--- src/hw/blas_macros.svh ---
/*
 * Build-time sizing of the BLAS engine
 * Grid shape, data word width, dmem depth and issue-number width
 */

`ifndef BLAS_MACROS_SVH
`define BLAS_MACROS_SVH

// Tile grid
`define BLAS_NUM_ROWS		2
`define BLAS_NUM_CLMS		2

// Word and memory sizing
`define BLAS_DATA_W			16
`define BLAS_DMEM_DEPTH		16		// Power of two, address width follows

// Issue tag, wraps around
`define BLAS_ISSUE_W		4

`endif

--- src/hw/pkg_tpu.sv ---
/*
 * Tile-side types
 * Derived widths, opcodes, instruction word, TPU dmem access, route packet
 */

`include "blas_macros.svh"

package pkg_tpu;

	localparam int ADDR_W	= $clog2(`BLAS_DMEM_DEPTH);
	localparam int ROW_W	= (`BLAS_NUM_ROWS > 1) ? $clog2(`BLAS_NUM_ROWS) : 1;
	localparam int CLM_W	= (`BLAS_NUM_CLMS > 1) ? $clog2(`BLAS_NUM_CLMS) : 1;

	typedef logic [`BLAS_DATA_W-1:0]	data_t;
	typedef logic [ADDR_W-1:0]			addr_t;

	typedef enum logic [1:0] {
		OP_ADD,
		OP_SUB,
		OP_MUL,		// Low half of the product
		OP_MAX		// Unsigned
	} op_t;

	// dst = src_a <op> src_b
	typedef struct packed {
		op_t				op;
		addr_t				dst;
		addr_t				src_a;
		addr_t				src_b;
	} instr_t;

	typedef struct packed {
		logic				rd;
		logic				wr;
		addr_t				addr;
		data_t				data;
	} ldst_t;

	typedef enum logic {
		RT_ST,
		RT_LD
	} rt_kind_t;

	typedef struct packed {
		logic				valid;
		rt_kind_t			kind;
		logic [ROW_W-1:0]	row;
		logic [CLM_W-1:0]	clm;
		addr_t				addr;
		data_t				data;
	} route_pkt_t;

endpackage

--- src/hw/router.sv ---
/*
 * Route node of the tile grid
 * Registered forward steering to dmem, down or across,
 * registered merge of the reply paths
 */

`timescale 1ns/1ns

module router #(
	parameter int ROW = 0,
	parameter int CLM = 0
) (
	input	logic					clock,
	input	logic					arst_n,
	input	pkg_tpu::route_pkt_t	fwd_in,
	output	pkg_tpu::route_pkt_t	fwd_down,
	output	pkg_tpu::route_pkt_t	fwd_across,
	output	pkg_tpu::route_pkt_t	to_mem,
	input	pkg_tpu::route_pkt_t	bwd_down,
	input	pkg_tpu::route_pkt_t	bwd_across,
	input	pkg_tpu::route_pkt_t	from_mem,
	output	pkg_tpu::route_pkt_t	bwd_out
);

	always_ff @(posedge clock or negedge arst_n) begin
		if (!arst_n) begin
			fwd_down	<= '0;
			fwd_across	<= '0;
			to_mem		<= '0;
			bwd_out		<= '0;
		end else begin
			fwd_down	<= '0;
			fwd_across	<= '0;
			to_mem		<= '0;

			// Column first along row 0, then down the column
			if (fwd_in.valid) begin
				if (fwd_in.clm != CLM)
					fwd_across <= fwd_in;
				else if (fwd_in.row != ROW)
					fwd_down <= fwd_in;
				else
					to_mem <= fwd_in;
			end

			// At most one reply is in flight
			bwd_out <= pkg_tpu::route_pkt_t'(from_mem | bwd_down | bwd_across);
		end
	end

endmodule

--- config.mk ---
export PLATFORM = sky130hd
export DESIGN_NAME = router
export DESIGN_NICKNAME = d
export VERILOG_FILES = /design/src/hw/pkg_tpu.sv /design/src/hw/router.sv
export VERILOG_INCLUDE_DIRS = /design/src /design/src/hw
export SDC_FILE = /design/constraint.sdc
export NUM_CORES = 1
export LEC_CHECK = 0
export BUFFER_PORTS_ARGS = -buffer_cell sky130_fd_sc_hd__buf_4
export CORE_MARGIN = 2
export CORE_UTILIZATION = 43
export CTS_CLUSTER_SIZE = 30
export DETAILED_ROUTE_END_ITERATION = 8
export PLACE_DENSITY = 0.83
export SLEW_MARGIN = 20
export SYNTH_ARGS = -nofsm -noshare
export SYNTH_HDL_FRONTEND = slang
export SYNTH_SLANG_ARGS = --single-unit
--- constraint.sdc ---
create_clock -name clock -period 0.8 [get_ports clock]
set_input_delay 0.08 -clock clock [delete_from_list [all_inputs] [get_ports clock]]
set_output_delay 0.08 -clock clock [all_outputs]
set_load 0.02 [all_outputs]
==> results.sh <==
export IMPL_status="complete, but fails checks"
export IMPL_violations="hold timing, setup timing"
export IMPL_switching_share_pct=23.4
export IMPL_fin_nets=505
export IMPL_synthCells=206
export IMPL_vias=2476
export IMPL_cts_setup_buffers=0
export IMPL_initial_core_util_pct=44.2
export IMPL_drt_iter0_markers=89
export IMPL_p_sw_w=0.00215
export IMPL_place_inst=479
export IMPL_required_ps=720
export IMPL_cap_violations=0
export IMPL_gp_congestion=0.698
export IMPL_seqPwrFrac_pct=52.4
export IMPL_cts_sinks=91
export IMPL_cp_buffers_inverters=1
export IMPL_yosysUniqueCellTypes=15
export IMPL_grt_antenna_before_repair=0
export IMPL_path_clk_slew_ps=90
export IMPL_place_ws_ps=-50.2
export IMPL_drc=0
export IMPL_core_rowCount=31
export IMPL_totalWireLength_mm=8.48
export IMPL_setup_viol=93
export IMPL_avgSynthCellArea_um2=15.6
export IMPL_hold_end="bwd_out[2]$_DFF_PN0_"
export IMPL_final_layout_size_suffix_gt1_share_pct=56.2
export IMPL_power_leakage_nw=2.79
export IMPL_cts_tree="yes"
export IMPL_final_max_slew_viol_count=0
export IMPL_worstSetupPathType="register to output pin"
export IMPL_port_buffers=190
export IMPL_p_comb_share_pct=15.3
export IMPL_fillers=438
export IMPL_finalHoldViolations=24
export IMPL_final_cell_mix="buf_4 (97), buf_6 (93), dfrtp_1 (91), or3_1 (24), and3_1 (22)"
export IMPL_grt_pass1_wl_mm=13.3
export IMPL_max_freq_mhz=1030
export IMPL_yosysSeqAreaShare_pct=71.0
export IMPL_crit_arrival_ps=890
export IMPL_hold_buffers=19
export IMPL_clockPowerShare_pct=32.3
export IMPL_drtPass1Iterations=4
export IMPL_min_period_ps=973
export IMPL_hold_ws_ps=-81.2
export IMPL_die_y_um=90.3
export IMPL_cp_max_fo=2
export IMPL_period_share_pct=122
export IMPL_clk_path_buf_depth=2
export IMPL_holdPathStages=2
export IMPL_fin_cells=510
export IMPL_grt_usage_pct=21.0
export IMPL_io_pins=194
export IMPL_synthToLayoutAreaGrowth_pct=69.5
export IMPL_internal_power_w=0.00705
export IMPL_final_common_cell="buf_4"
export IMPL_antenna_cells=0
export IMPL_viasPerCell=4.85
export IMPL_hpwl_mm=5.59
export IMPL_die_width_um=90.3
export IMPL_finalPower_w=0.00920
export IMPL_crit_slowest_cell="dfrtp_1"
export IMPL_ant_nets=0
export IMPL_synth_seq_cells=91
export IMPL_cts_inserted_buffers=9
export IMPL_path_cells="buf_6"
export IMPL_holdCritStartpoint="from_mem[2]"
export IMPL_hold_class="input pin to register"
export IMPL_cts_root_buf="clkbuf_8"
export IMPL_overflow=0
export IMPL_yosys_warnings=0
export IMPL_grt_pass1_vias=2724
export IMPL_critPathLaunchType="register"
export IMPL_wl_per_cell_um=16.6
export IMPL_irDropWorstVdd_uv=1020
export IMPL_die_area_um2=8160
export IMPL_cpPeakStageDelay_ps=410
export IMPL_setup_ws_ps=-173
export IMPL_rsz0062_at_grt="true"
export IMPL_p_per_area_nw_per_um2=1690
export IMPL_worstSetupEndpointType="output pin"
export IMPL_synth_area_um2=3210
export IMPL_grt_max_degree=68
export IMPL_critPathTopFamily="flip-flops"
export IMPL_core_area_um2=7250
export IMPL_cts_max_level=3
kinds of logic after synthesis:
kind of cell	share of synthesized area, %
buffers and inverters	4.25
flip-flops	71.0
other	0.117
AND/OR/NAND/NOR	24.6
flip-flops by register name (all words and copies together) (netlist names):
| register | count |
|---|---|
| bwd_out | 24 |
| fwd_across | 23 |
| fwd_down | 22 |
| to_mem | 22 |
routing by layer:
layer	GRT usage (%)	wire [um]
met5	0	0
met4	11.3	332
met3	6.34	677
met2	39.0	4690
met1	21.0	2780
worst max path at each step:
stage	to	start	cells past startpoint	slack (ps)
finish	fwd_down[21]	fwd_down[21]$_DFF_PN0_	1	-170
global route	fwd_across[20]	fwd_across[20]$_DFF_PN0_	1	-210
floorplan	fwd_across[23]	fwd_across[20]$_DFF_PN0_	1	110
global placement	to_mem[8]$_DFF_PN0_	fwd_in[23]	2	-20
detailed placement	to_mem[18]$_DFF_PN0_	fwd_in[23]	2	-50
CTS	fwd_down[21]	fwd_down[21]$_DFF_PN0_	1	-190
final cells by class:
cell class                      count  area [um^2]  area share (%)
Multi-Input combinational cell     94          800            14.7
Tap cell                           99          124            2.28
Timing Repair Buffer              211         2040            37.6
Clock inverter                      5         53.8           0.990
Sequential cell                    91         2280            41.9
Clock buffer                       10          138            2.53
synth_stat cells (all sizes together):
| cell | instances | share of area, % |
|---|---|---|
| nor3b | 1 | 0.39 |
| and4b | 21 | 6.6 |
| dfrtp | 91 | 71 |
| conb | 1 | 0.12 |
| buf | 13 | 2.9 |
| clkbuf | 10 | 1.4 |
| and4bb | 21 | 8.2 |
| or3 | 24 | 4.7 |
| and3b | 1 | 0.27 |
| and2 | 1 | 0.20 |
| and3 | 22 | 4.3 |
power groups by stage:
stage | clock [W] | combinational, W | sequential, W
finish | 0.00297 | 0.00141 | 0.00482
floorplan | 0 | 0.000272 | 0.00507
CTS | 0.00305 | 0.00142 | 0.00482
global route | 0.00322 | 0.00150 | 0.00484
detailed placement | 0 | 0.00125 | 0.00489
global placement | 0 | 0.00122 | 0.00488
per-stage QoR:
step / setup TNS (ps) / instance area (um^2) / util [%]
6_report: -12480 / 5430 / 74.9
5_1_grt: -15510 / 5430 / 74.9
4_1_cts: -14070 / 5450 / 75.1
3_5_place_dp: -1120 / 4730 / 65.2
3_3_place_gp: -329 / 4730 / 65.2
2_1_floorplan: 0 / 3210 / -
what timing repair did:
action,CTS,global route
endpoints found under the hold margin,128,24
pin swaps,0,5
resized for setup,91,4
endpoints found under the setup margin,93,98
Note: power is estimated with default switching activity, not from simulation.
