`src/hw/blas_macros.svh`:
```
/*
 * Build-time sizing of the BLAS engine
 * Grid shape, data word width, dmem depth and issue-number width
 */

`ifndef BLAS_MACROS_SVH
`define BLAS_MACROS_SVH

// Tile grid
`define BLAS_NUM_ROWS		2
`define BLAS_NUM_CLMS		2

// Word and memory sizing
`define BLAS_DATA_W			16
`define BLAS_DMEM_DEPTH		16		// Power of two, address width follows

// Issue tag, wraps around
`define BLAS_ISSUE_W		4

`endif

```
`src/hw/pkg_tpu.sv`:
```
/*
 * Tile-side types
 * Derived widths, opcodes, instruction word, TPU dmem access, route packet
 */

`include "blas_macros.svh"

package pkg_tpu;

	localparam int ADDR_W	= $clog2(`BLAS_DMEM_DEPTH);
	localparam int ROW_W	= (`BLAS_NUM_ROWS > 1) ? $clog2(`BLAS_NUM_ROWS) : 1;
	localparam int CLM_W	= (`BLAS_NUM_CLMS > 1) ? $clog2(`BLAS_NUM_CLMS) : 1;

	typedef logic [`BLAS_DATA_W-1:0]	data_t;
	typedef logic [ADDR_W-1:0]			addr_t;

	typedef enum logic [1:0] {
		OP_ADD,
		OP_SUB,
		OP_MUL,		// Low half of the product
		OP_MAX		// Unsigned
	} op_t;

	// dst = src_a <op> src_b
	typedef struct packed {
		op_t				op;
		addr_t				dst;
		addr_t				src_a;
		addr_t				src_b;
	} instr_t;

	typedef struct packed {
		logic				rd;
		logic				wr;
		addr_t				addr;
		data_t				data;
	} ldst_t;

	typedef enum logic {
		RT_ST,
		RT_LD
	} rt_kind_t;

	typedef struct packed {
		logic				valid;
		rt_kind_t			kind;
		logic [ROW_W-1:0]	row;
		logic [CLM_W-1:0]	clm;
		addr_t				addr;
		data_t				data;
	} route_pkt_t;

endpackage

```
`src/hw/dmem.sv`:
```
/*
 * Tile data memory
 * Router port for stores and loads, TPU port with priority
 */

`timescale 1ns/1ns
`include "blas_macros.svh"

module dmem (
	input	logic					clock,
	input	logic					arst_n,
	input	pkg_tpu::route_pkt_t	rt_in,
	output	pkg_tpu::route_pkt_t	rt_out,
	input	pkg_tpu::ldst_t			ldst,
	output	pkg_tpu::data_t			ld_data
);

	pkg_tpu::data_t		mem [`BLAS_DMEM_DEPTH];

	assign ld_data = mem[ldst.addr];

	always_ff @(posedge clock or negedge arst_n) begin
		if (!arst_n) begin
			for (int i = 0; i < `BLAS_DMEM_DEPTH; i++)
				mem[i] <= '0;
			rt_out <= '0;
		end else begin
			rt_out <= '0;
			if (ldst.wr) begin
				mem[ldst.addr] <= ldst.data;
			end else if (rt_in.valid && !ldst.rd) begin
				if (rt_in.kind == pkg_tpu::RT_ST)
					mem[rt_in.addr] <= rt_in.data;
				else
					rt_out <= '{valid: 1'b1, kind: pkg_tpu::RT_LD,
						row: rt_in.row, clm: rt_in.clm,
						addr: rt_in.addr, data: mem[rt_in.addr]};
			end
		end
	end

endmodule

```
`config.mk`:
```
export PLATFORM = sky130hd
export DESIGN_NAME = dmem
export DESIGN_NICKNAME = d
export VERILOG_FILES = /design/src/hw/pkg_tpu.sv /design/src/hw/dmem.sv
export VERILOG_INCLUDE_DIRS = /design/src /design/src/hw
export SDC_FILE = /design/constraint.sdc
export NUM_CORES = 1
export LEC_CHECK = 0
export BUFFER_PORTS_ARGS = -buffer_cell sky130_fd_sc_hd__buf_2
export CORE_MARGIN = 2
export CORE_UTILIZATION = 30
export DETAILED_ROUTE_END_ITERATION = 6
export GPL_TIMING_DRIVEN = 0
export HOLD_SLACK_MARGIN = 0.02
export SLEW_MARGIN = 10
export SYNTH_ARGS = -nofsm -noshare
export SYNTH_HDL_FRONTEND = slang
export SYNTH_SLANG_ARGS = --single-unit
```
`constraint.sdc`:
```
create_clock -name clock -period 2.3 [get_ports clock]
set_input_delay 0.23 -clock clock [delete_from_list [all_inputs] [get_ports clock]]
set_output_delay 0.23 -clock clock [all_outputs]
set_load 0.02 [all_outputs]
```
==> results.toml <==
[status]
outcome = "finished with violations"
violations = "DRC, setup timing"

[logic_synthesis]
ys_top_cells_by_count = "279 x dfrtp_1, 256 x o22ai_1, 150 x mux2_4, 128 x mux4_2, 112 x mux2_2"
synthCells = 1293
syn_nets = 1341
synth.top_cell.area_share_pct = 40.5
yosysTopAreaCell = "dfrtp_1"
async_flop_share_pct = 100
synth_area_per_cell_sq_um = 13.3
synth_most_common_cell = "dfrtp_1"
synth-seq-area-share_pct = 40.5
yosys-top-cells-area = "dfrtp_1 40%, mux4_2 17%, mux2_4 13%, o22ai_1 9.3%, mux2_2 7.3%"
post_synth_instance_area_sq_mm = 0.0173
synth_edf_count = 0
ys_ff_latch = 279
synth.distinct_cells = 34
synth.yosys.warnings = 0
synth-main-ff-cell = "dfrtp_1"

[setup_path]
worstSetupPathType = "in2out"
critPathBufInv = 3
critPathMostFrequentCell = "buf_2"
worstPathMaxFanout = 17
worstPathCellList = "buf_2 -> buf_2 -> mux4_2 -> a22oi_1 -> nand2_1 -> buf_2"
worstSetupStartpointType = "input pin"
regToRegSetupSlack_ns = 0.42
slowest_stage = "buf_2"
max_stage_delay_ns = 0.52
arrival_ns = 2.09
crit_path_end_kind = "output port"
critPathTopFamily = "buffers and inverters"
crit_required_ns = 2.07

[floorplanning]
die-area_sq_mm = 0.0595
core_area_sq_mm = 0.0566
die_width_um = 244
die_h_um = 244
rows = 87
io_pins = 88
start_util_pct = 30.5

[timing]
timing.fmax_mhz = 432
period_share_pct = 101
fin_crit_ns = 2.32
clock_skew_ns = 0.0109
relSlewSlack_pct = 23.2
finalHoldViolations = 0
rsz0062_at_grt = "true"
setup_viol = 3
drv_slew = 0
worst_slew_pin_slew_ns = 1.14
setup_ws_ns = -0.0165

[drt]
dr_total_vias = 13500
drt_first_iter_violations = 1761
avgRoutedWirePerCell_um = 28.5
drcViolationCount = 3
ant_nets = 0
routed_via_density = 6.17
wirelength_um = 62600
dr.pass1.iters = 7

[cts]
clock-sinks = 279
numCtsBuffers = 31
cts_tree = "built"
clkLatencyLatePin_ns = 0.59
h-tree-depth = 1
cts-root-buf = "clkbuf_16"
clk_pin_slew_ns = 0.06
clock_path_buffers = 3

[place]
placed_cell_area_sq_mm = 0.0187
place_congestion = 0.948
port-buffer-count = 83
dp_hpwl_um = 45000
dp_cells = 2135

[hold_path]
hold_path.class = "in2async"

[global_routing]
grt_first_pass_wirelength_um = 90800
grt_max_degree = 93
grtUsageTotal_pct = 20.5
antenna_found_initial = 1
grt_overflow = 0
first_global_vias = 13900

[finish]
syn2layout_area_growth_pct = 15.2
final_area_sq_mm = 0.0199
fill_cells = 5536
n_antenna_cell = 0
fin_cells = 2193
num-nets-final = 1463
drive_gt1_share_pct = 44.7

[power_and_ir_drop]
powerDensity_mw_per_mm2 = 595
leakagePower_nw = 8.96
ir_drop_uv = 602

[job]
maxCapViolCount = 0
## layer usage
layer / wire length [um] / part of all wire, % / track usage (%) / up-vias
met4: 2190 / 3.5 / 6.83 / 2
met5: 18 / 0.029 / 0 / -
met1: 25300 / 40 / 28.3 / 7038
met2: 27400 / 44 / 29.9 / 954
met3: 7730 / 12 / 6.92 / 157
li1: - / - / - / 5383
## logic make-up (layout without fill, tap and decap cells)
| family | Yosys count | after routing | synth area share, % |
|---|---|---|---|
| buf+inv | 161 | 305 | 5.30 |
| mux | 416 | 416 | 38.6 |
| flops | 279 | 279 | 40.5 |
| compound gates | 336 | 336 | 12.4 |
| simple gates | 101 | 101 | 3.20 |
## flip-flops by register name (all words and copies together), names as in the netlist
| name | cells |
|---|---|
| mem | 256 |
| rt_out | 23 |
## cell usage in the layout, fill, tap and decap left out, types with 17 or more instances in the layout
cell       synthesis  final
mux2_2           112    112
mux2_4           150    150
dfrtp_1          279    279
a22oi_1           32     18
mux4_2           128    128
buf_4             12     17
buf_6             31     38
o22ai_1          256    256
buf_2             25     97
clkbuf_1          85     82
clkbuf_16          0     31
nand2_1           62     55
## stage by stage
| step | hold slack [ns] | power [W] | setup TNS [ns] | setup WS [ns] | utilization, % |
|---|---|---|---|---|---|
| 3_3_place_gp | 0.439 | 0.00686 | -1203.98 | -4.29 | 32.9 |
| 3_5_place_dp | 0.127 | 0.00693 | -16.33 | -0.918 | 33.1 |
| 4_1_cts | 0.102 | 0.0118 | -0.0344 | -0.0344 | 35.0 |
| 6_report | 0.128 | 0.0118 | -0.0286 | -0.0165 | 35.1 |
| 5_1_grt | 0.145 | 0.0122 | -0.0278 | -0.0110 | 35.1 |
| 2_1_floorplan | -0.0656 | 0.00629 | 0 | 0.332 | - |
## where the power goes
part	total, W	switching, W	leakage [nW]	internal, W
Clock	0.00493	0.00215	0.501	0.00278
Combinational	0.00168	0.00100	4.59	0.000682
Sequential	0.00524	0.000150	3.87	0.00509
Total	0.0118	0.00329	8.96	0.00855
## path summary, 6_finish.rpt
kind / start / to / depth (start not counted)
max: ldst[17] / ld_data[1] / 6
min: arst_n / mem[251]$_DFFE_PN0P_ / 2
max reg2reg: mem[70]$_DFFE_PN0P_ / rt_out[6]$_DFF_PN0_ / 5
min reg2reg: mem[57]$_DFFE_PN0P_ / mem[57]$_DFFE_PN0P_ / 1
max in group asynchronous: arst_n / mem[2]$_DFFE_PN0P_ / 4
min in group clock: ldst[21] / rt_out[2]$_DFF_PN0_ / 4
## worst reg2reg max path: cells and delay by family (launching register included)
kind	cells	cell delay, ns
multiplexers	2	0.75
buffers and inverters	1	0.14
AO/OA/AOI/OAI	2	0.42
flip-flops	1	0.38
## layout make-up
| type | count | area, sq um | share of cell area (%) |
|---|---|---|---|
| buffer | 157 | 937 | 4.71 |
| timing repair buffer | 91 | 578 | 2.91 |
| clock buffer | 45 | 928 | 4.67 |
| inverter | 2 | 7.51 | 0.0377 |
| tap | 756 | 946 | 4.76 |
| clock inverter | 10 | 60.1 | 0.302 |
| multi-input combinational | 853 | 9450 | 47.5 |
| sequential | 279 | 6980 | 35.1 |
## timing repair
| item | in CTS | in global routing |
|---|---|---|
| resized for setup | 33 | 19 |
| endpoints found under the hold margin | 217 | 0 |
| hold buffers | 3 | 0 |
| buffers inserted | 1 | 1 |
| endpoints found under the setup margin | 16 | 15 |
| pin swaps | 5 | 7 |
No activity file was read; power rests on OpenSTA's default activity.
