[src/hw/blas_macros.svh]
/*
 * Build-time sizing of the BLAS engine
 * Grid shape, data word width, dmem depth and issue-number width
 */

`ifndef BLAS_MACROS_SVH
`define BLAS_MACROS_SVH

// Tile grid
`define BLAS_NUM_ROWS		2
`define BLAS_NUM_CLMS		2

// Word and memory sizing
`define BLAS_DATA_W			16
`define BLAS_DMEM_DEPTH		16		// Power of two, address width follows

// Issue tag, wraps around
`define BLAS_ISSUE_W		4

`endif

[src/hw/pkg_tpu.sv]
/*
 * Tile-side types
 * Derived widths, opcodes, instruction word, TPU dmem access, route packet
 */

`include "blas_macros.svh"

package pkg_tpu;

	localparam int ADDR_W	= $clog2(`BLAS_DMEM_DEPTH);
	localparam int ROW_W	= (`BLAS_NUM_ROWS > 1) ? $clog2(`BLAS_NUM_ROWS) : 1;
	localparam int CLM_W	= (`BLAS_NUM_CLMS > 1) ? $clog2(`BLAS_NUM_CLMS) : 1;

	typedef logic [`BLAS_DATA_W-1:0]	data_t;
	typedef logic [ADDR_W-1:0]			addr_t;

	typedef enum logic [1:0] {
		OP_ADD,
		OP_SUB,
		OP_MUL,		// Low half of the product
		OP_MAX		// Unsigned
	} op_t;

	// dst = src_a <op> src_b
	typedef struct packed {
		op_t				op;
		addr_t				dst;
		addr_t				src_a;
		addr_t				src_b;
	} instr_t;

	typedef struct packed {
		logic				rd;
		logic				wr;
		addr_t				addr;
		data_t				data;
	} ldst_t;

	typedef enum logic {
		RT_ST,
		RT_LD
	} rt_kind_t;

	typedef struct packed {
		logic				valid;
		rt_kind_t			kind;
		logic [ROW_W-1:0]	row;
		logic [CLM_W-1:0]	clm;
		addr_t				addr;
		data_t				data;
	} route_pkt_t;

endpackage

[src/hw/tpu.sv]
/*
 * Tile execution unit
 * Operand A read, operand B read, compute with write-back, term pulse
 */

`timescale 1ns/1ns
`include "blas_macros.svh"

module tpu (
	input	logic						clock,
	input	logic						arst_n,
	input	logic						req,
	input	pkg_tpu::instr_t			instr,
	input	logic [`BLAS_ISSUE_W-1:0]	issue_no,
	output	pkg_tpu::ldst_t				ldst,
	input	pkg_tpu::data_t				ld_data,
	output	logic						term,
	output	logic [`BLAS_ISSUE_W-1:0]	term_no
);

	typedef enum logic [1:0] {
		S_IDLE,
		S_RD_A,
		S_RD_B,
		S_WB
	} state_t;

	state_t						state;
	pkg_tpu::instr_t			instr_r;
	logic [`BLAS_ISSUE_W-1:0]	ino_r;
	pkg_tpu::data_t				a_r;
	pkg_tpu::data_t				b_r;
	pkg_tpu::data_t				alu_res;

	assign term_no = ino_r;

	// Results wrap to the word width
	always_comb begin
		case (instr_r.op)
		pkg_tpu::OP_ADD:	alu_res = a_r + b_r;
		pkg_tpu::OP_SUB:	alu_res = a_r - b_r;
		pkg_tpu::OP_MUL:	alu_res = a_r * b_r;
		default:			alu_res = (a_r > b_r) ? a_r : b_r;
		endcase
	end

	always_comb begin
		ldst = '0;
		case (state)
		S_RD_A: begin
			ldst.rd		= 1'b1;
			ldst.addr	= instr_r.src_a;
		end
		S_RD_B: begin
			ldst.rd		= 1'b1;
			ldst.addr	= instr_r.src_b;
		end
		S_WB: begin
			ldst.wr		= 1'b1;
			ldst.addr	= instr_r.dst;
			ldst.data	= alu_res;
		end
		default: ;
		endcase
	end

	always_ff @(posedge clock) begin
		if (state == S_IDLE && req) begin
			instr_r	<= instr;
			ino_r	<= issue_no;
		end
		if (state == S_RD_A)
			a_r <= ld_data;		// dmem read is combinational
		if (state == S_RD_B)
			b_r <= ld_data;
	end

	always_ff @(posedge clock or negedge arst_n) begin
		if (!arst_n) begin
			state	<= S_IDLE;
			term	<= 1'b0;
		end else begin
			term <= 1'b0;
			case (state)
			S_IDLE:		if (req) state <= S_RD_A;
			S_RD_A:		state <= S_RD_B;
			S_RD_B:		state <= S_WB;
			default: begin
				term	<= 1'b1;
				state	<= S_IDLE;
			end
			endcase
		end
	end

endmodule

[config.mk]
export PLATFORM = sky130hd
export DESIGN_NAME = tpu
export DESIGN_NICKNAME = d
export VERILOG_FILES = /design/src/hw/pkg_tpu.sv /design/src/hw/tpu.sv
export VERILOG_INCLUDE_DIRS = /design/src /design/src/hw
export SDC_FILE = /design/constraint.sdc
export NUM_CORES = 1
export LEC_CHECK = 0
export ABC_CLOCK_PERIOD_IN_PS = 7000
export BUFFER_PORTS_ARGS = -buffer_cell sky130_fd_sc_hd__clkbuf_2
export CAP_MARGIN = 10
export CORE_ASPECT_RATIO = 1.5
export CORE_MARGIN = 5
export CORE_UTILIZATION = 63
export CTS_CLUSTER_DIAMETER = 60
export DETAILED_ROUTE_END_ITERATION = 16
export PLACE_DENSITY = 0.85
export SYNTH_ARGS = -nofsm -noshare
export SYNTH_HDL_FRONTEND = slang
export SYNTH_SLANG_ARGS = --single-unit
[constraint.sdc]
create_clock -name clock -period 7 [get_ports clock]
set_input_delay 0 -clock clock [delete_from_list [all_inputs] [get_ports clock]]
set_output_delay 0 -clock clock [all_outputs]
set_load 0.01 [all_outputs]
==> results.txt <==
Antenna violations before repair = 0
Syn_area_per_cell = 9.12 µm²
Clock net sink count = 53
Post-synth top area share = 0.213
Worst R2R Setup Slack = 4.99 ns
Final hold vios = 0
Global-route usage over all layers = 0.297
Area of the core = 12,000 µm²
Synth top cells by count = 151 x inv_1, 93 x nand2_1, 84 x ha_1
Setup CP Type = reg2out
Sequential fraction of the synthesis area = 0.204
DR vias = 6,327
Final setup viols = 0
# diodes = 0
Vias in the first global route = 6,770
Seq cells post-synth = 53
Number of synthesized flops with an enable pin = 50
IO Port Bufs = 63
Period Utilization, post-route = 0.940
Largest net degree at the start of global routing = 37
Worst slack at placement = 0.719 ns
HP Class = in2async
Detailed Route WL = 21,000 µm
Final ANT Viol Nets = 0
Tmin final = 6.58 ns
Reg2Reg Depth = 3
Most common cell on crit path = fa_1
CP required = 7.00 ns
Filler Cell Count = 933
Ys flop type = edfxtp_1
Share of layout cells above drive strength 1 = 0.0955
Net count after synthesis = 1,049
Global-route wire length before repair = 33,800 µm
Max FO, Critical Path = 16
I/O pin count = 64
GRT overflow = 0
Setup crit start kind = flip-flop
Largest cells by area after synthesis = fa_1 21%, edfxtp_1 19%, ha_1 14%
RR Endpoint = term_no[1]$_DFFE_PP_
Post-CTS Resized = 0
Worst path bufs/invs = 5
Status = finished clean
Clock transition at path regs = 0.06 ns
Vias per inst = 5.89
Setup tns final = 0 ns
Post-layout nets = 1,123
CTS tree = built
DR DRC count = 0
RSZ-0062 raised after global routing = false
Synth-to-Final Area Change = 10.4%
H-tree levels = 2
Mapped Area = 7720 µm²
DRT Pass-1 Iters = 7
Cell count after synthesis = 846
Die X = 100 µm
Final Max Slew Viols = 0
Initial Util = 0.642
Most common cell in the synthesized netlist = inv_1
Leading area contributor after synthesis = fa_1
Max stage delay cell, worst path = edfxtp_1
YS warnings = 0
Drt wl/cell = 19.6 µm
Initial drt markers = 489
Total CTS buffers = 5
Clk buf depth = 2
Cells along the critical path = nand2_1, fa_1, fa_1, fa_1, fa_1, inv_1, fa_1, inv_1, fa_1, inv_1, ha_1, a21oi_1, inv_1, a221oi_1, o21ai_0, xnor2_1, o221ai_1, a221oi_2, clkbuf_2
F_max = 152 MHz
CP top delay family = adder cells
Max_slew headroom = 0.215
GPL Wtd Cong = 1.05
Slowest stage delay, CP = 0.75 ns
Die ar. = 14,600 µm²
DP Wirelength = 15,900 µm
Row count = 49
Worst-margin pin slew = 1.18 ns
Max cap viols = 0
CP endpoint kind = output port
Fraction of registers with async set/reset = 0.0566
Clock Skew = 0.00414 ns
Reg2reg start = state[0]$_DFFE_PN0P_
Clock Latency Late Sink = 0.29 ns
Arrival @ worst endpoint = 6.58 ns
Die height = 146 µm
Clock root cell = clkbuf_16
Yosys cell types = 66
Worst Slack Setup Final = 0.421 ns
## per-layer routing
metal  vias to the layer above  GRT usage  routed length (µm)
met5                         -          0                   0
met2                       325      0.523               10900
met4                         0      0.225                1830
met3                       105     0.0326                1220
met1                      3005      0.317                7090
li1                       2892          -                   -
## per-stage QoR
step                      instance area, µm²  cells  hold slack, ns   util
final                                   8520   1074          0.0397  0.709
after global routing                    8520   1074          0.0647  0.709
after CTS                               8520   1074          0.0298  0.709
after detailed placement                8030   1031          -0.200  0.668
after global placement                  8030   1031          -0.201  0.668
after floorplan                         7720    846          -0.296      -
## area by class of cell
| cell class | count | area, µm² | area share |
|---|---|---|---|
| well taps | 153 | 191 | 0.0225 |
| flip-flops and latches | 53 | 1580 | 0.185 |
| multi-input cells | 603 | 5320 | 0.625 |
| repair buffers | 106 | 726 | 0.0852 |
| clock buffers | 8 | 136 | 0.0160 |
| inverters | 151 | 567 | 0.0665 |
## repair_timing
item	4_1_cts	5_1_grt
buffers inserted	0	0
hold buffers	35	0
endpoints found under the hold margin	53	0
## cells in the final DEF (no fill, tap or decap), drive strengths merged, types with 7 or more instances in the layout
cell         synthesis  layout
buf                  9       8
nor3                 8       8
nor2                43      43
o21ai               32      32
nand2               93      93
edfxtp              50      50
xor2                17      17
o211ai              11      11
clkbuf              30      71
ha                  84      84
dlygate4sd3          0      35
fa                  82      82
inv                151     151
xnor2               39      39
and2                57      57
nand2b               7       7
a21oi               37      37
## worst register-to-register path, delay by kind of cell, from the launching register on
kind / cells / cell delay (ns)
DFF: 1 / 0.41
buffers and inverters: 1 / 0.14
and+or+nand+nor: 1 / 0.74
adders and majority gates: 1 / 0.34
## flip-flops by register name, summed over array words and instances (netlist names)
name / count
a_r: 16
b_r: 16
instr_r: 14
term_no: 4
state: 2
term: 1
## cell families after synthesis
group	Yosys count	synth area share
xor+xnor	56	0.0635
compound gates	137	0.118
mux	6	0.00940
fa+ha+maj	166	0.349
simple gates	238	0.149
buf+inv	190	0.106
flops	53	0.204
## how the worst max path moves through the flow
| stage | cells after the start | end | start | slack (ns) |
|---|---|---|---|---|
| floorplan | 19 | ldst[15] | b_r[1]$_DFFE_PP_ | 1.49 |
| detailed placement | 19 | ldst[15] | b_r[1]$_DFFE_PP_ | 0.72 |
| global route | 19 | ldst[15] | b_r[1]$_DFFE_PP_ | 0.18 |
| finish | 19 | ldst[15] | b_r[1]$_DFFE_PP_ | 0.42 |
| CTS | 19 | ldst[15] | b_r[1]$_DFFE_PP_ | 0.41 |
| global placement | 19 | ldst[15] | b_r[1]$_DFFE_PP_ | 0.83 |
Power is not shown: default switching activity piles up to over one toggle a cycle in this logic, so the estimate is an artifact.
