### config.mk
export PLATFORM = sky130hd
export DESIGN_NAME = mpu
export DESIGN_NICKNAME = d
export VERILOG_FILES = /design/src/hw/pkg_tpu.sv /design/src/hw/pkg_mpu.sv /design/src/hw/mpu.sv
export VERILOG_INCLUDE_DIRS = /design/src /design/src/hw
export SDC_FILE = /design/constraint.sdc
export NUM_CORES = 1
export LEC_CHECK = 0
export BUFFER_PORTS_ARGS = -buffer_cell sky130_fd_sc_hd__buf_4
export CAP_MARGIN = 5
export CELL_PAD_IN_SITES_DETAIL_PLACEMENT = 0
export CELL_PAD_IN_SITES_GLOBAL_PLACEMENT = 2
export CORE_UTILIZATION = 31
export CTS_CLUSTER_SIZE = 40
export DETAILED_ROUTE_END_ITERATION = 12
export PLACE_DENSITY_LB_ADDON = 0.12
export SLEW_MARGIN = 20
export SYNTH_ARGS = -nofsm -noshare
export SYNTH_HDL_FRONTEND = slang
export SYNTH_SLANG_ARGS = --single-unit
### constraint.sdc
create_clock -name clock -period 3.87 [get_ports clock]
set_input_delay 0.774 -clock clock [delete_from_list [all_inputs] [get_ports clock]]
set_output_delay 0.774 -clock clock [all_outputs]
set_load 0.005 [all_outputs]
### src/hw/blas_macros.svh
/*
 * Build-time sizing of the BLAS engine
 * Grid shape, data word width, dmem depth and issue-number width
 */

`ifndef BLAS_MACROS_SVH
`define BLAS_MACROS_SVH

// Tile grid
`define BLAS_NUM_ROWS		2
`define BLAS_NUM_CLMS		2

// Word and memory sizing
`define BLAS_DATA_W			16
`define BLAS_DMEM_DEPTH		16		// Power of two, address width follows

// Issue tag, wraps around
`define BLAS_ISSUE_W		4

`endif

### src/hw/pkg_tpu.sv
/*
 * Tile-side types
 * Derived widths, opcodes, instruction word, TPU dmem access, route packet
 */

`include "blas_macros.svh"

package pkg_tpu;

	localparam int ADDR_W	= $clog2(`BLAS_DMEM_DEPTH);
	localparam int ROW_W	= (`BLAS_NUM_ROWS > 1) ? $clog2(`BLAS_NUM_ROWS) : 1;
	localparam int CLM_W	= (`BLAS_NUM_CLMS > 1) ? $clog2(`BLAS_NUM_CLMS) : 1;

	typedef logic [`BLAS_DATA_W-1:0]	data_t;
	typedef logic [ADDR_W-1:0]			addr_t;

	typedef enum logic [1:0] {
		OP_ADD,
		OP_SUB,
		OP_MUL,		// Low half of the product
		OP_MAX		// Unsigned
	} op_t;

	// dst = src_a <op> src_b
	typedef struct packed {
		op_t				op;
		addr_t				dst;
		addr_t				src_a;
		addr_t				src_b;
	} instr_t;

	typedef struct packed {
		logic				rd;
		logic				wr;
		addr_t				addr;
		data_t				data;
	} ldst_t;

	typedef enum logic {
		RT_ST,
		RT_LD
	} rt_kind_t;

	typedef struct packed {
		logic				valid;
		rt_kind_t			kind;
		logic [ROW_W-1:0]	row;
		logic [CLM_W-1:0]	clm;
		addr_t				addr;
		data_t				data;
	} route_pkt_t;

endpackage

### src/hw/pkg_mpu.sv
/*
 * Host-side types
 * Tile mask, host command with its decoded payload, result and status
 */

`include "blas_macros.svh"

package pkg_mpu;

	localparam int NUM_TILES = `BLAS_NUM_ROWS * `BLAS_NUM_CLMS;

	// Instruction view is padded to the width of the memory view
	localparam int PAD_W = pkg_tpu::ADDR_W + `BLAS_DATA_W - $bits(pkg_tpu::instr_t);

	typedef logic [NUM_TILES-1:0]		tile_mask_t;	// Bit row*CLMS + clm
	typedef logic [`BLAS_ISSUE_W-1:0]	issue_no_t;

	typedef enum logic [1:0] {
		CMD_ST,
		CMD_LD,
		CMD_ISSUE
	} cmd_kind_t;

	typedef struct packed {
		pkg_tpu::addr_t		addr;
		pkg_tpu::data_t		data;
	} mem_acc_t;

	typedef struct packed {
		pkg_tpu::instr_t	instr;
		logic [PAD_W-1:0]	pad;
	} instr_cmd_t;

	// One payload word, read by command kind
	typedef union packed {
		mem_acc_t			mem;
		instr_cmd_t			ins;
	} cmd_payload_u;

	typedef struct packed {
		cmd_kind_t					kind;
		logic [pkg_tpu::ROW_W-1:0]	row;
		logic [pkg_tpu::CLM_W-1:0]	clm;
		tile_mask_t					mask;		// Issue only
		cmd_payload_u				payload;
	} mpu_in_t;

	typedef enum logic {
		OUT_LD,
		OUT_COMMIT
	} out_kind_t;

	typedef struct packed {
		logic				valid;
		out_kind_t			kind;
		issue_no_t			issue_no;
		pkg_tpu::data_t		data;
	} mpu_out_t;

	typedef struct packed {
		logic				busy;
		logic				error;
		logic [3:0]			commit_cnt;
		logic [3:0]			drop_cnt;
	} mpu_stat_t;

endpackage

### src/hw/mpu.sv
/*
 * MPU control unit
 * Host command decode, issue sequencing, busy level,
 * load and commit results, status counters
 */

`timescale 1ns/1ns
`include "blas_macros.svh"

module mpu (
	input	logic						clock,
	input	logic						arst_n,
	input	logic						req,
	input	pkg_mpu::mpu_in_t			cmd,
	output	pkg_mpu::mpu_out_t			result,
	output	pkg_mpu::mpu_stat_t			status,
	output	logic						wait_busy,
	output	pkg_mpu::tile_mask_t		tpu_req,
	output	pkg_tpu::instr_t			instr,
	output	logic [`BLAS_ISSUE_W-1:0]	issue_no,
	output	logic						issue_req,
	output	pkg_mpu::tile_mask_t		issue_mask,
	input	logic						commit_req,
	input	logic [`BLAS_ISSUE_W-1:0]	commit_no,
	output	pkg_tpu::route_pkt_t		st_pkt,
	input	pkg_tpu::route_pkt_t		ld_pkt
);

	typedef enum logic [1:0] {
		S_IDLE,
		S_ISSUE,
		S_WAIT_CMT,
		S_WAIT_LD
	} state_t;

	state_t							state;
	pkg_mpu::tile_mask_t			mask_r;
	logic [`BLAS_ISSUE_W-1:0]		issue_cnt;
	logic [3:0]						commit_cnt;
	logic [3:0]						drop_cnt;
	logic							accept;

	assign wait_busy	= (state != S_IDLE);
	assign accept		= req && !wait_busy;
	assign issue_no		= issue_cnt;
	assign issue_mask	= mask_r;

	assign status = '{busy: wait_busy, error: 1'b0, commit_cnt: commit_cnt, drop_cnt: drop_cnt};

	// Held for the whole issue
	always_ff @(posedge clock) begin
		if (accept && cmd.kind == pkg_mpu::CMD_ISSUE) begin
			instr	<= cmd.payload.ins.instr;
			mask_r	<= cmd.mask;
		end
	end

	////////////////////////////////////////////////////////////////////////////
	// Sequencer
	always_ff @(posedge clock or negedge arst_n) begin
		if (!arst_n) begin
			state		<= S_IDLE;
			st_pkt		<= '0;
			tpu_req		<= '0;
			issue_req	<= 1'b0;
			result		<= '0;
			issue_cnt	<= '0;
			commit_cnt	<= '0;
			drop_cnt	<= '0;
		end else begin
			st_pkt.valid	<= 1'b0;
			tpu_req			<= '0;
			issue_req		<= 1'b0;
			result.valid	<= 1'b0;

			if (req && wait_busy)
				drop_cnt <= drop_cnt + 1'b1;

			case (state)
			S_IDLE: if (req) begin
				case (cmd.kind)
				pkg_mpu::CMD_ST, pkg_mpu::CMD_LD: begin
					st_pkt <= '{valid: 1'b1,
						kind: (cmd.kind == pkg_mpu::CMD_LD) ? pkg_tpu::RT_LD : pkg_tpu::RT_ST,
						row: cmd.row, clm: cmd.clm,
						addr: cmd.payload.mem.addr, data: cmd.payload.mem.data};
					if (cmd.kind == pkg_mpu::CMD_LD)
						state <= S_WAIT_LD;		// Stores are fire and forget
				end
				pkg_mpu::CMD_ISSUE: state <= S_ISSUE;
				default: drop_cnt <= drop_cnt + 1'b1;	// Unknown kind
				endcase
			end
			S_ISSUE: begin
				tpu_req		<= mask_r;
				issue_req	<= 1'b1;
				state		<= S_WAIT_CMT;
			end
			S_WAIT_CMT: if (commit_req) begin
				result <= '{valid: 1'b1, kind: pkg_mpu::OUT_COMMIT,
					issue_no: commit_no, data: '0};
				commit_cnt	<= commit_cnt + 1'b1;
				issue_cnt	<= issue_cnt + 1'b1;
				state		<= S_IDLE;
			end
			S_WAIT_LD: if (ld_pkt.valid && ld_pkt.kind == pkg_tpu::RT_LD) begin
				result <= '{valid: 1'b1, kind: pkg_mpu::OUT_LD,
					issue_no: issue_cnt, data: ld_pkt.data};
				state <= S_IDLE;
			end
			default: state <= S_IDLE;
			endcase
		end
	end

endmodule

==> flow_metrics.tcl, run 1 <==
set metrics [dict create \
    outcome "complete, no violations" \
    netSwitchingFraction_pct 29.6 \
    intPower_mw 2.06 \
    design_area_um2 4390 \
    syn_nets 260 \
    hold_viol_final 0 \
    detailedPlace.worstSlack_ns 1.26 \
    end_kind "flop" \
    multi_input_area_um2 810 \
    p_leak_nw 2.09 \
    setup_tns_ns 0 \
    ant_nets 0 \
    wire_per_inst_um 14.6 \
    insertion_delay_ns 0.34 \
    root_buffer "clkbuf_8" \
    cap_violations 0 \
    place_area_um2 4200 \
    synth_area_per_cell_um2 15.5 \
    grt_pass1_wl_um 10600 \
    worstSetupPathType "in -> reg" \
    clockBufferDepth 2 \
    layout.nets 401 \
    crit_arrival_ns 2.48 \
    clkSinkCount 83 \
    drc 0 \
    die_w_um 101 \
    ctsHoldBuffers 0 \
    first_pass_iters 4 \
    rr_startpoint "state[0]" \
    p_per_area_nw_per_um2 666 \
    seq_area_frac_synth_pct 71.1 \
    rows 35 \
    grt_overflow 0 \
    finalSetupViolCount 0 \
    final_util_pct 46.8 \
    tritoncts "yes" \
    diodes 0 \
    clkPwrFrac_pct 20.8 \
    cts_setup_buffers 0 \
    htree_levels 3 \
    grt.total_usage_pct 14.0 \
    dieArea_um2 10200 \
    seq_area_um2 2170 \
    reg2reg_depth 4 \
    gp_congestion 0.668 \
    worstPathMaxFanout 21 \
    routed_wl_um 6870 \
    grt_pass1_vias 2052 \
    die-height_um 101 \
    finalClockSkew_ns 0.00871 \
    power_frac_comb_pct 32.5 \
    antenna_found_initial 0 \
    timing.hold.ws_ns 0.474 \
    fin_ws_ns 1.65 \
    vias 2062 \
    synth_area_um2 3050 \
    vdd_drop_max_v 0.000297 \
    period_share_pct 57.5 \
    slew_headroom_pct 43.2 \
    nFillCells 915 \
    cp.required_ns 4.13 \
    ios 144 \
    fmax_mhz 450 \
    drtIter0Drc 21 \
    rrSetupSlack_ns 1.72 \
    clk_pin_slew_ns 0.08 \
    syn-instance-count 197 \
    critPathMaxStageDelay_ns 0.68 \
    power_switching_mw 0.866 \
    start_util_pct 32.5 \
    startpoint_type "primary input" \
    yosysWarnings 0 \
    path_cells "buf_4, and4_1, nor2_2, inv_1, o21ai_0" \
    pwr-share-seq_pct 46.7 \
    layout-drive-gt1-share_pct 52.5 \
    holdPathStages 1 \
    hold_path_class "reg -> reg" \
    syn_to_final_growth_pct 43.9 \
    cts_buffers 9 \
    worst_slew_pin_slew_ns 0.851 \
    synth.distinct_cells 32 \
    cts_resized 0 \
    rsz0062_at_grt "no" \
    min_to "drop_cnt[3]" \
    ys_ff_latch 83 \
    core_area_um2 9370 \
    period_needed_ns 2.22 \
    dp_hpwl_um 4790 \
    vias_per_cell 4.37 \
    cp_slowest_cell "nor2_2" \
    hold_start "drop_cnt[3]" \
    grt_max_degree 66 \
    finalMaxSlewViolations 0 \
    r2r_end "result[19]" \
    portBuffers 136 \
]
[cells in the final DEF (no fill, tap or decap)]
| master | count |
|---|---|
| a211oi_1 | 1 |
| a21oi_1 | 1 |
| a22o_1 | 16 |
| a22oi_1 | 4 |
| and2_1 | 4 |
| and2b_1 | 1 |
| and3b_1 | 1 |
| and4_1 | 1 |
| buf_4 | 138 |
| bufinv_16 | 1 |
| clkbuf_8 | 9 |
| clkinv_1 | 2 |
| clkinv_2 | 1 |
| clkinv_4 | 1 |
| clkinvlp_4 | 1 |
| conb_1 | 1 |
| dfrtp_1 | 65 |
| edfxtp_1 | 18 |
| ha_1 | 3 |
| inv_1 | 5 |
| inv_2 | 1 |
| inv_6 | 1 |
| mux2_1 | 1 |
| mux2_2 | 23 |
| nand2_1 | 14 |
| nand2b_1 | 1 |
| nand3_1 | 2 |
| nand3b_1 | 2 |
| nand4_1 | 4 |
| nor2_1 | 2 |
| nor2_2 | 2 |
| nor3_2 | 1 |
| nor3b_4 | 1 |
| o21ai_0 | 4 |
| xnor2_1 | 7 |
| xor2_1 | 3 |
[flip-flops by register name (all words and copies together), names as in the netlist]
register / count
st_pkt: 24
result: 22
instr: 14
commit_cnt: 4
drop_cnt: 4
issue_mask: 4
issue_no: 4
tpu_req: 4
state: 2
issue_req: 1
[kinds of logic (layout without fill, tap and decap cells)]
logic type / after synthesis / after routing / synth area share [%]
XOR/XNOR: 10 / 10 / 2.87
AND/OR/NAND/NOR: 36 / 36 / 6.65
other: 1 / 1 / 0.123
adder cells (fa/ha/maj): 3 / 3 / 1.23
AO/OA/AOI/OAI: 26 / 26 / 6.65
multiplexers: 24 / 24 / 8.86
buffers and inverters: 14 / 160 / 2.54
flip-flops: 83 / 83 / 71.1
[final cells by class]
| class | count | share of cell area (%) |
|---|---|---|
| inverters | 6 | 0.513 |
| clock inverters | 7 | 1.54 |
| multi-input cells | 100 | 18.4 |
| flip-flops and latches | 83 | 49.4 |
| well taps | 129 | 3.68 |
| clock buffers | 9 | 2.82 |
| repair buffers | 138 | 23.6 |
[worst max-delay path, delay by kind of cell]
family	cells	cell delay (ns)
and+or+nand+nor	2	1.14
AOI/OAI and AO/OA	1	0.22
buffers and inverters	2	0.35
[worst max-delay path by stage]
stage | start | to | slack [ns]
finish | ld_pkt[23] | result[19] | 1.65
floorplan | cmd[26] | instr[0] | 1.36
global route | ld_pkt[23] | result[19] | 1.47
CTS | ld_pkt[23] | result[19] | 1.63
global placement | ld_pkt[23] | result[19] | 1.26
detailed placement | ld_pkt[23] | result[19] | 1.26
[stage by stage]
| step | std cells | total power, mW |
|---|---|---|
| floorplan | 197 | 1.77 |
| global placement | 456 | 2.34 |
| detailed placement | 456 | 2.36 |
| CTS | 472 | 2.98 |
| global route | 472 | 3.13 |
| finish | 472 | 2.92 |
[cell usage after synthesis]
library cell  instances  area [um^2]
mux2_2               23          259
nor3b_4               1         18.8
inv_1                 5         18.8
dfrtp_1              65         1630
nand3_1               2         10.0
and2_1                4         25.0
nand3b_1              2         15.0
nand4_1               4         25.0
conb_1                1         3.75
buf_2                 2         10.0
xnor2_1               7         61.3
nand2_1              14         52.6
buf_4                 2         15.0
a211oi_1              1         7.51
buf_6                 2         22.5
nor2_2                2         12.5
a22oi_1               4         30.0
edfxtp_1             18          541
inv_2                 1         3.75
a21oi_1               1         5.00
nor2_1                2         7.51
and3b_1               1         8.76
nand2b_1              1         6.26
nor3_1                1         5.00
a22o_1               16          140
o21ai_0               4         20.0
and2b_1               1         7.51
and4_1                1         8.76
ha_1                  3         37.5
clkbuf_1              2         7.51
mux2_1                1         11.3
xor2_1                3         26.3
[routing by layer]
layer,GRT usage [%],wire (um),part of all wire [%]
met2,21.6,3270,48
met5,0,0,0
met3,6.14,564,8.2
met1,18.0,3010,44
met4,3.34,31,0.45
[power groups by stage]
| stage | registers (mW) | clock network (mW) | logic (mW) |
|---|---|---|---|
| finish | 1.37 | 0.607 | 0.951 |
| global route | 1.41 | 0.673 | 1.05 |
| CTS | 1.37 | 0.637 | 0.974 |
| detailed placement | 1.38 | 0 | 0.972 |
| global placement | 1.38 | 0 | 0.963 |
| floorplan | 1.38 | 0 | 0.388 |
No activity file was read; power rests on OpenSTA's default activity.
==> inputs of run 2 (changes only) <==
--- a/config.mk
+++ b/config.mk
@@ -10,7 +10,7 @@
 export CAP_MARGIN = 5
 export CELL_PAD_IN_SITES_DETAIL_PLACEMENT = 0
 export CELL_PAD_IN_SITES_GLOBAL_PLACEMENT = 2
-export CORE_UTILIZATION = 31
+export CORE_UTILIZATION = 26
 export CTS_CLUSTER_SIZE = 40
 export DETAILED_ROUTE_END_ITERATION = 12
 export PLACE_DENSITY_LB_ADDON = 0.12
==> constraint.sdc (replaced) <==
create_clock -name clock -period 1.9 [get_ports clock]
set_input_delay 0.38 -clock clock [delete_from_list [all_inputs] [get_ports clock]]
set_output_delay 0.38 -clock clock [all_outputs]
set_load 0.005 [all_outputs]
==> run 2 against run 1 <==
Power up 120%; combinational power rose by 110%; the run now ends with hold timing left; highest routed layer unchanged; non-clock buffer count up 5; critical path depth did not move; die area grew 19%; design area is 4.5% higher; global-route usage shrank 1.5 points; sequential share of layout area shrank 2.1 points; sequential cell count unchanged.
==> flow_metrics.tcl, run 2 (same netlist as run 1, synthesis figures left out) <==
set metrics [dict create \
    outcome "finished, violations left" \
    failed_checks "hold timing" \
    grt_pass1_wl_um 11200 \
    finalSetupViolCount 0 \
    final_cell_mix "141 x buf_4, 65 x dfrtp_1, 23 x mux2_2" \
    netSwitchingFraction_pct 28.7 \
    power_frac_comb_pct 30.9 \
    finalMaxSlewViolations 0 \
    gp_congestion 0.652 \
    top_register "st_pkt" \
    intPower_mw 4.67 \
    finalClockSkew_ns 0.00621 \
    pwr-share-seq_pct 42.4 \
    drtIter0Drc 49 \
    cap_violations 0 \
    wire_per_inst_um 15.1 \
    grt_use_met1_pct 15.4 \
    grt_pass1_vias 2103 \
    clkSinkCount 83 \
    ant_nets 0 \
    power_switching_mw 1.88 \
    vdd_drop_max_v 0.000591 \
    busiest_layer "met2" \
    clk_pin_slew_ns 0.06 \
    rrSetupSlack_ns 0.29 \
    tritoncts "yes" \
    dp_hpwl_um 5330 \
    startpoint_type "flop" \
    ios 144 \
    rows 39 \
    clkPwrFrac_pct 26.7 \
    final_common_cell "buf_4" \
    root_buffer "clkbuf_16" \
    antenna_found_initial 0 \
    seq_area_um2 2170 \
    rsz0062_at_grt "no" \
    timing.hold.ws_ns -0.00429 \
    clockBufferDepth 2 \
    layout.nets 406 \
    p_per_area_nw_per_um2 1430 \
    htree_levels 3 \
    start_util_pct 26.7 \
    hold_viol_final 2 \
    die-height_um 110 \
    grt_use_met3_pct 4.41 \
    routed_wl_um 7410 \
    vias_per_cell 4.25 \
    die_w_um 110 \
    p_leak_nw 2.17 \
    layout-drive-gt1-share_pct 53.7 \
    dieArea_um2 12200 \
    multi_input_area_um2 815 \
    largest_register_ff_count 24 \
    nFillCells 1142 \
    grt_max_degree 35 \
    vias 2089 \
    end_kind "flop" \
    cts_buffers 9 \
    hold_path_class "in -> async" \
    drc 0 \
    worstPathMaxFanout 24 \
    portBuffers 136 \
    insertion_delay_ns 0.32 \
    first_pass_iters 4 \
    core_area_um2 11400 \
    grt.total_usage_pct 12.5 \
    grt_overflow 0 \
    cp.required_ns 2.11 \
    setup_tns_ns 0 \
    syn_to_final_growth_pct 50.3 \
    met2_usage_pct 20.6 \
    reg.largest.list "st_pkt: 24 flops, result: 22 flops, instr: 14 flops" \
    period_needed_ns 1.61 \
    period_share_pct 84.8 \
    fmax_mhz 621 \
    diodes 0 \
    worstSetupPathType "reg -> reg" \
    crit_arrival_ns 1.82 \
]
run 2: final timing paths:
kind                                 end  cells after the start          start
max                           st_pkt[12]                      5       state[0]
min                            st_pkt[4]                      1         arst_n
max reg2reg                   st_pkt[12]                      5       state[0]
min reg2reg                commit_cnt[3]                      1  commit_cnt[3]
max in group asynchronous     tpu_req[1]                      2         arst_n
min in group clock         issue_mask[0]                      1        cmd[20]
run 2: through the flow:
step / worst slack (ns) / std cells / area [um^2] / total power, mW / utilization [%]
after global routing: 0.201 / 491 / 4580 / 6.97 / 40.1
final: 0.289 / 491 / 4580 / 6.55 / 40.1
after detailed placement: 0.0243 / 475 / 4280 / 4.87 / 37.5
after floorplan: 0.0613 / 197 / 3050 / 3.61 / -
after CTS: 0.0423 / 491 / 4580 / 6.66 / 40.1
after global placement: 0.000543 / 475 / 4280 / 4.85 / 37.5
run 2: metal layers:
layer	wire, um	up-vias
li1	-	991
met1	3240	1027
met2	3680	69
met3	450	2
met4	31	0
met5	0	-
run 2: cell type report:
type / count / share of cell area, %
Sequential cell: 83 / 47.3
Timing Repair Buffer: 143 / 24.0
Multi-Input combinational cell: 100 / 17.8
Clock buffer: 9 / 4.91
Tap cell: 143 / 3.90
Clock inverter: 7 / 1.69
Inverter: 6 / 0.491
run 2: timing repair:
item,4_1_cts,5_1_grt
gates resized for setup,0,1
endpoints found under the setup margin,0,4
hold buffers,0,0
buffers inserted,0,0
run 2: power groups by stage:
stage | registers, mW | logic, mW | clock network (mW)
floorplan | 2.81 | 0.793 | 0
global placement | 2.81 | 2.05 | 0
detailed placement | 2.81 | 2.06 | 0
CTS | 2.79 | 2.06 | 1.81
global route | 2.87 | 2.22 | 1.89
finish | 2.78 | 2.02 | 1.75
run 2: critical path, stage by stage, from the launching register on:
cell	delay, ns
dfrtp_1	0.45
nor2_2	0.17
inv_2	0.10
nor3b_4	0.22
buf_12	0.21
mux2_2	0.35
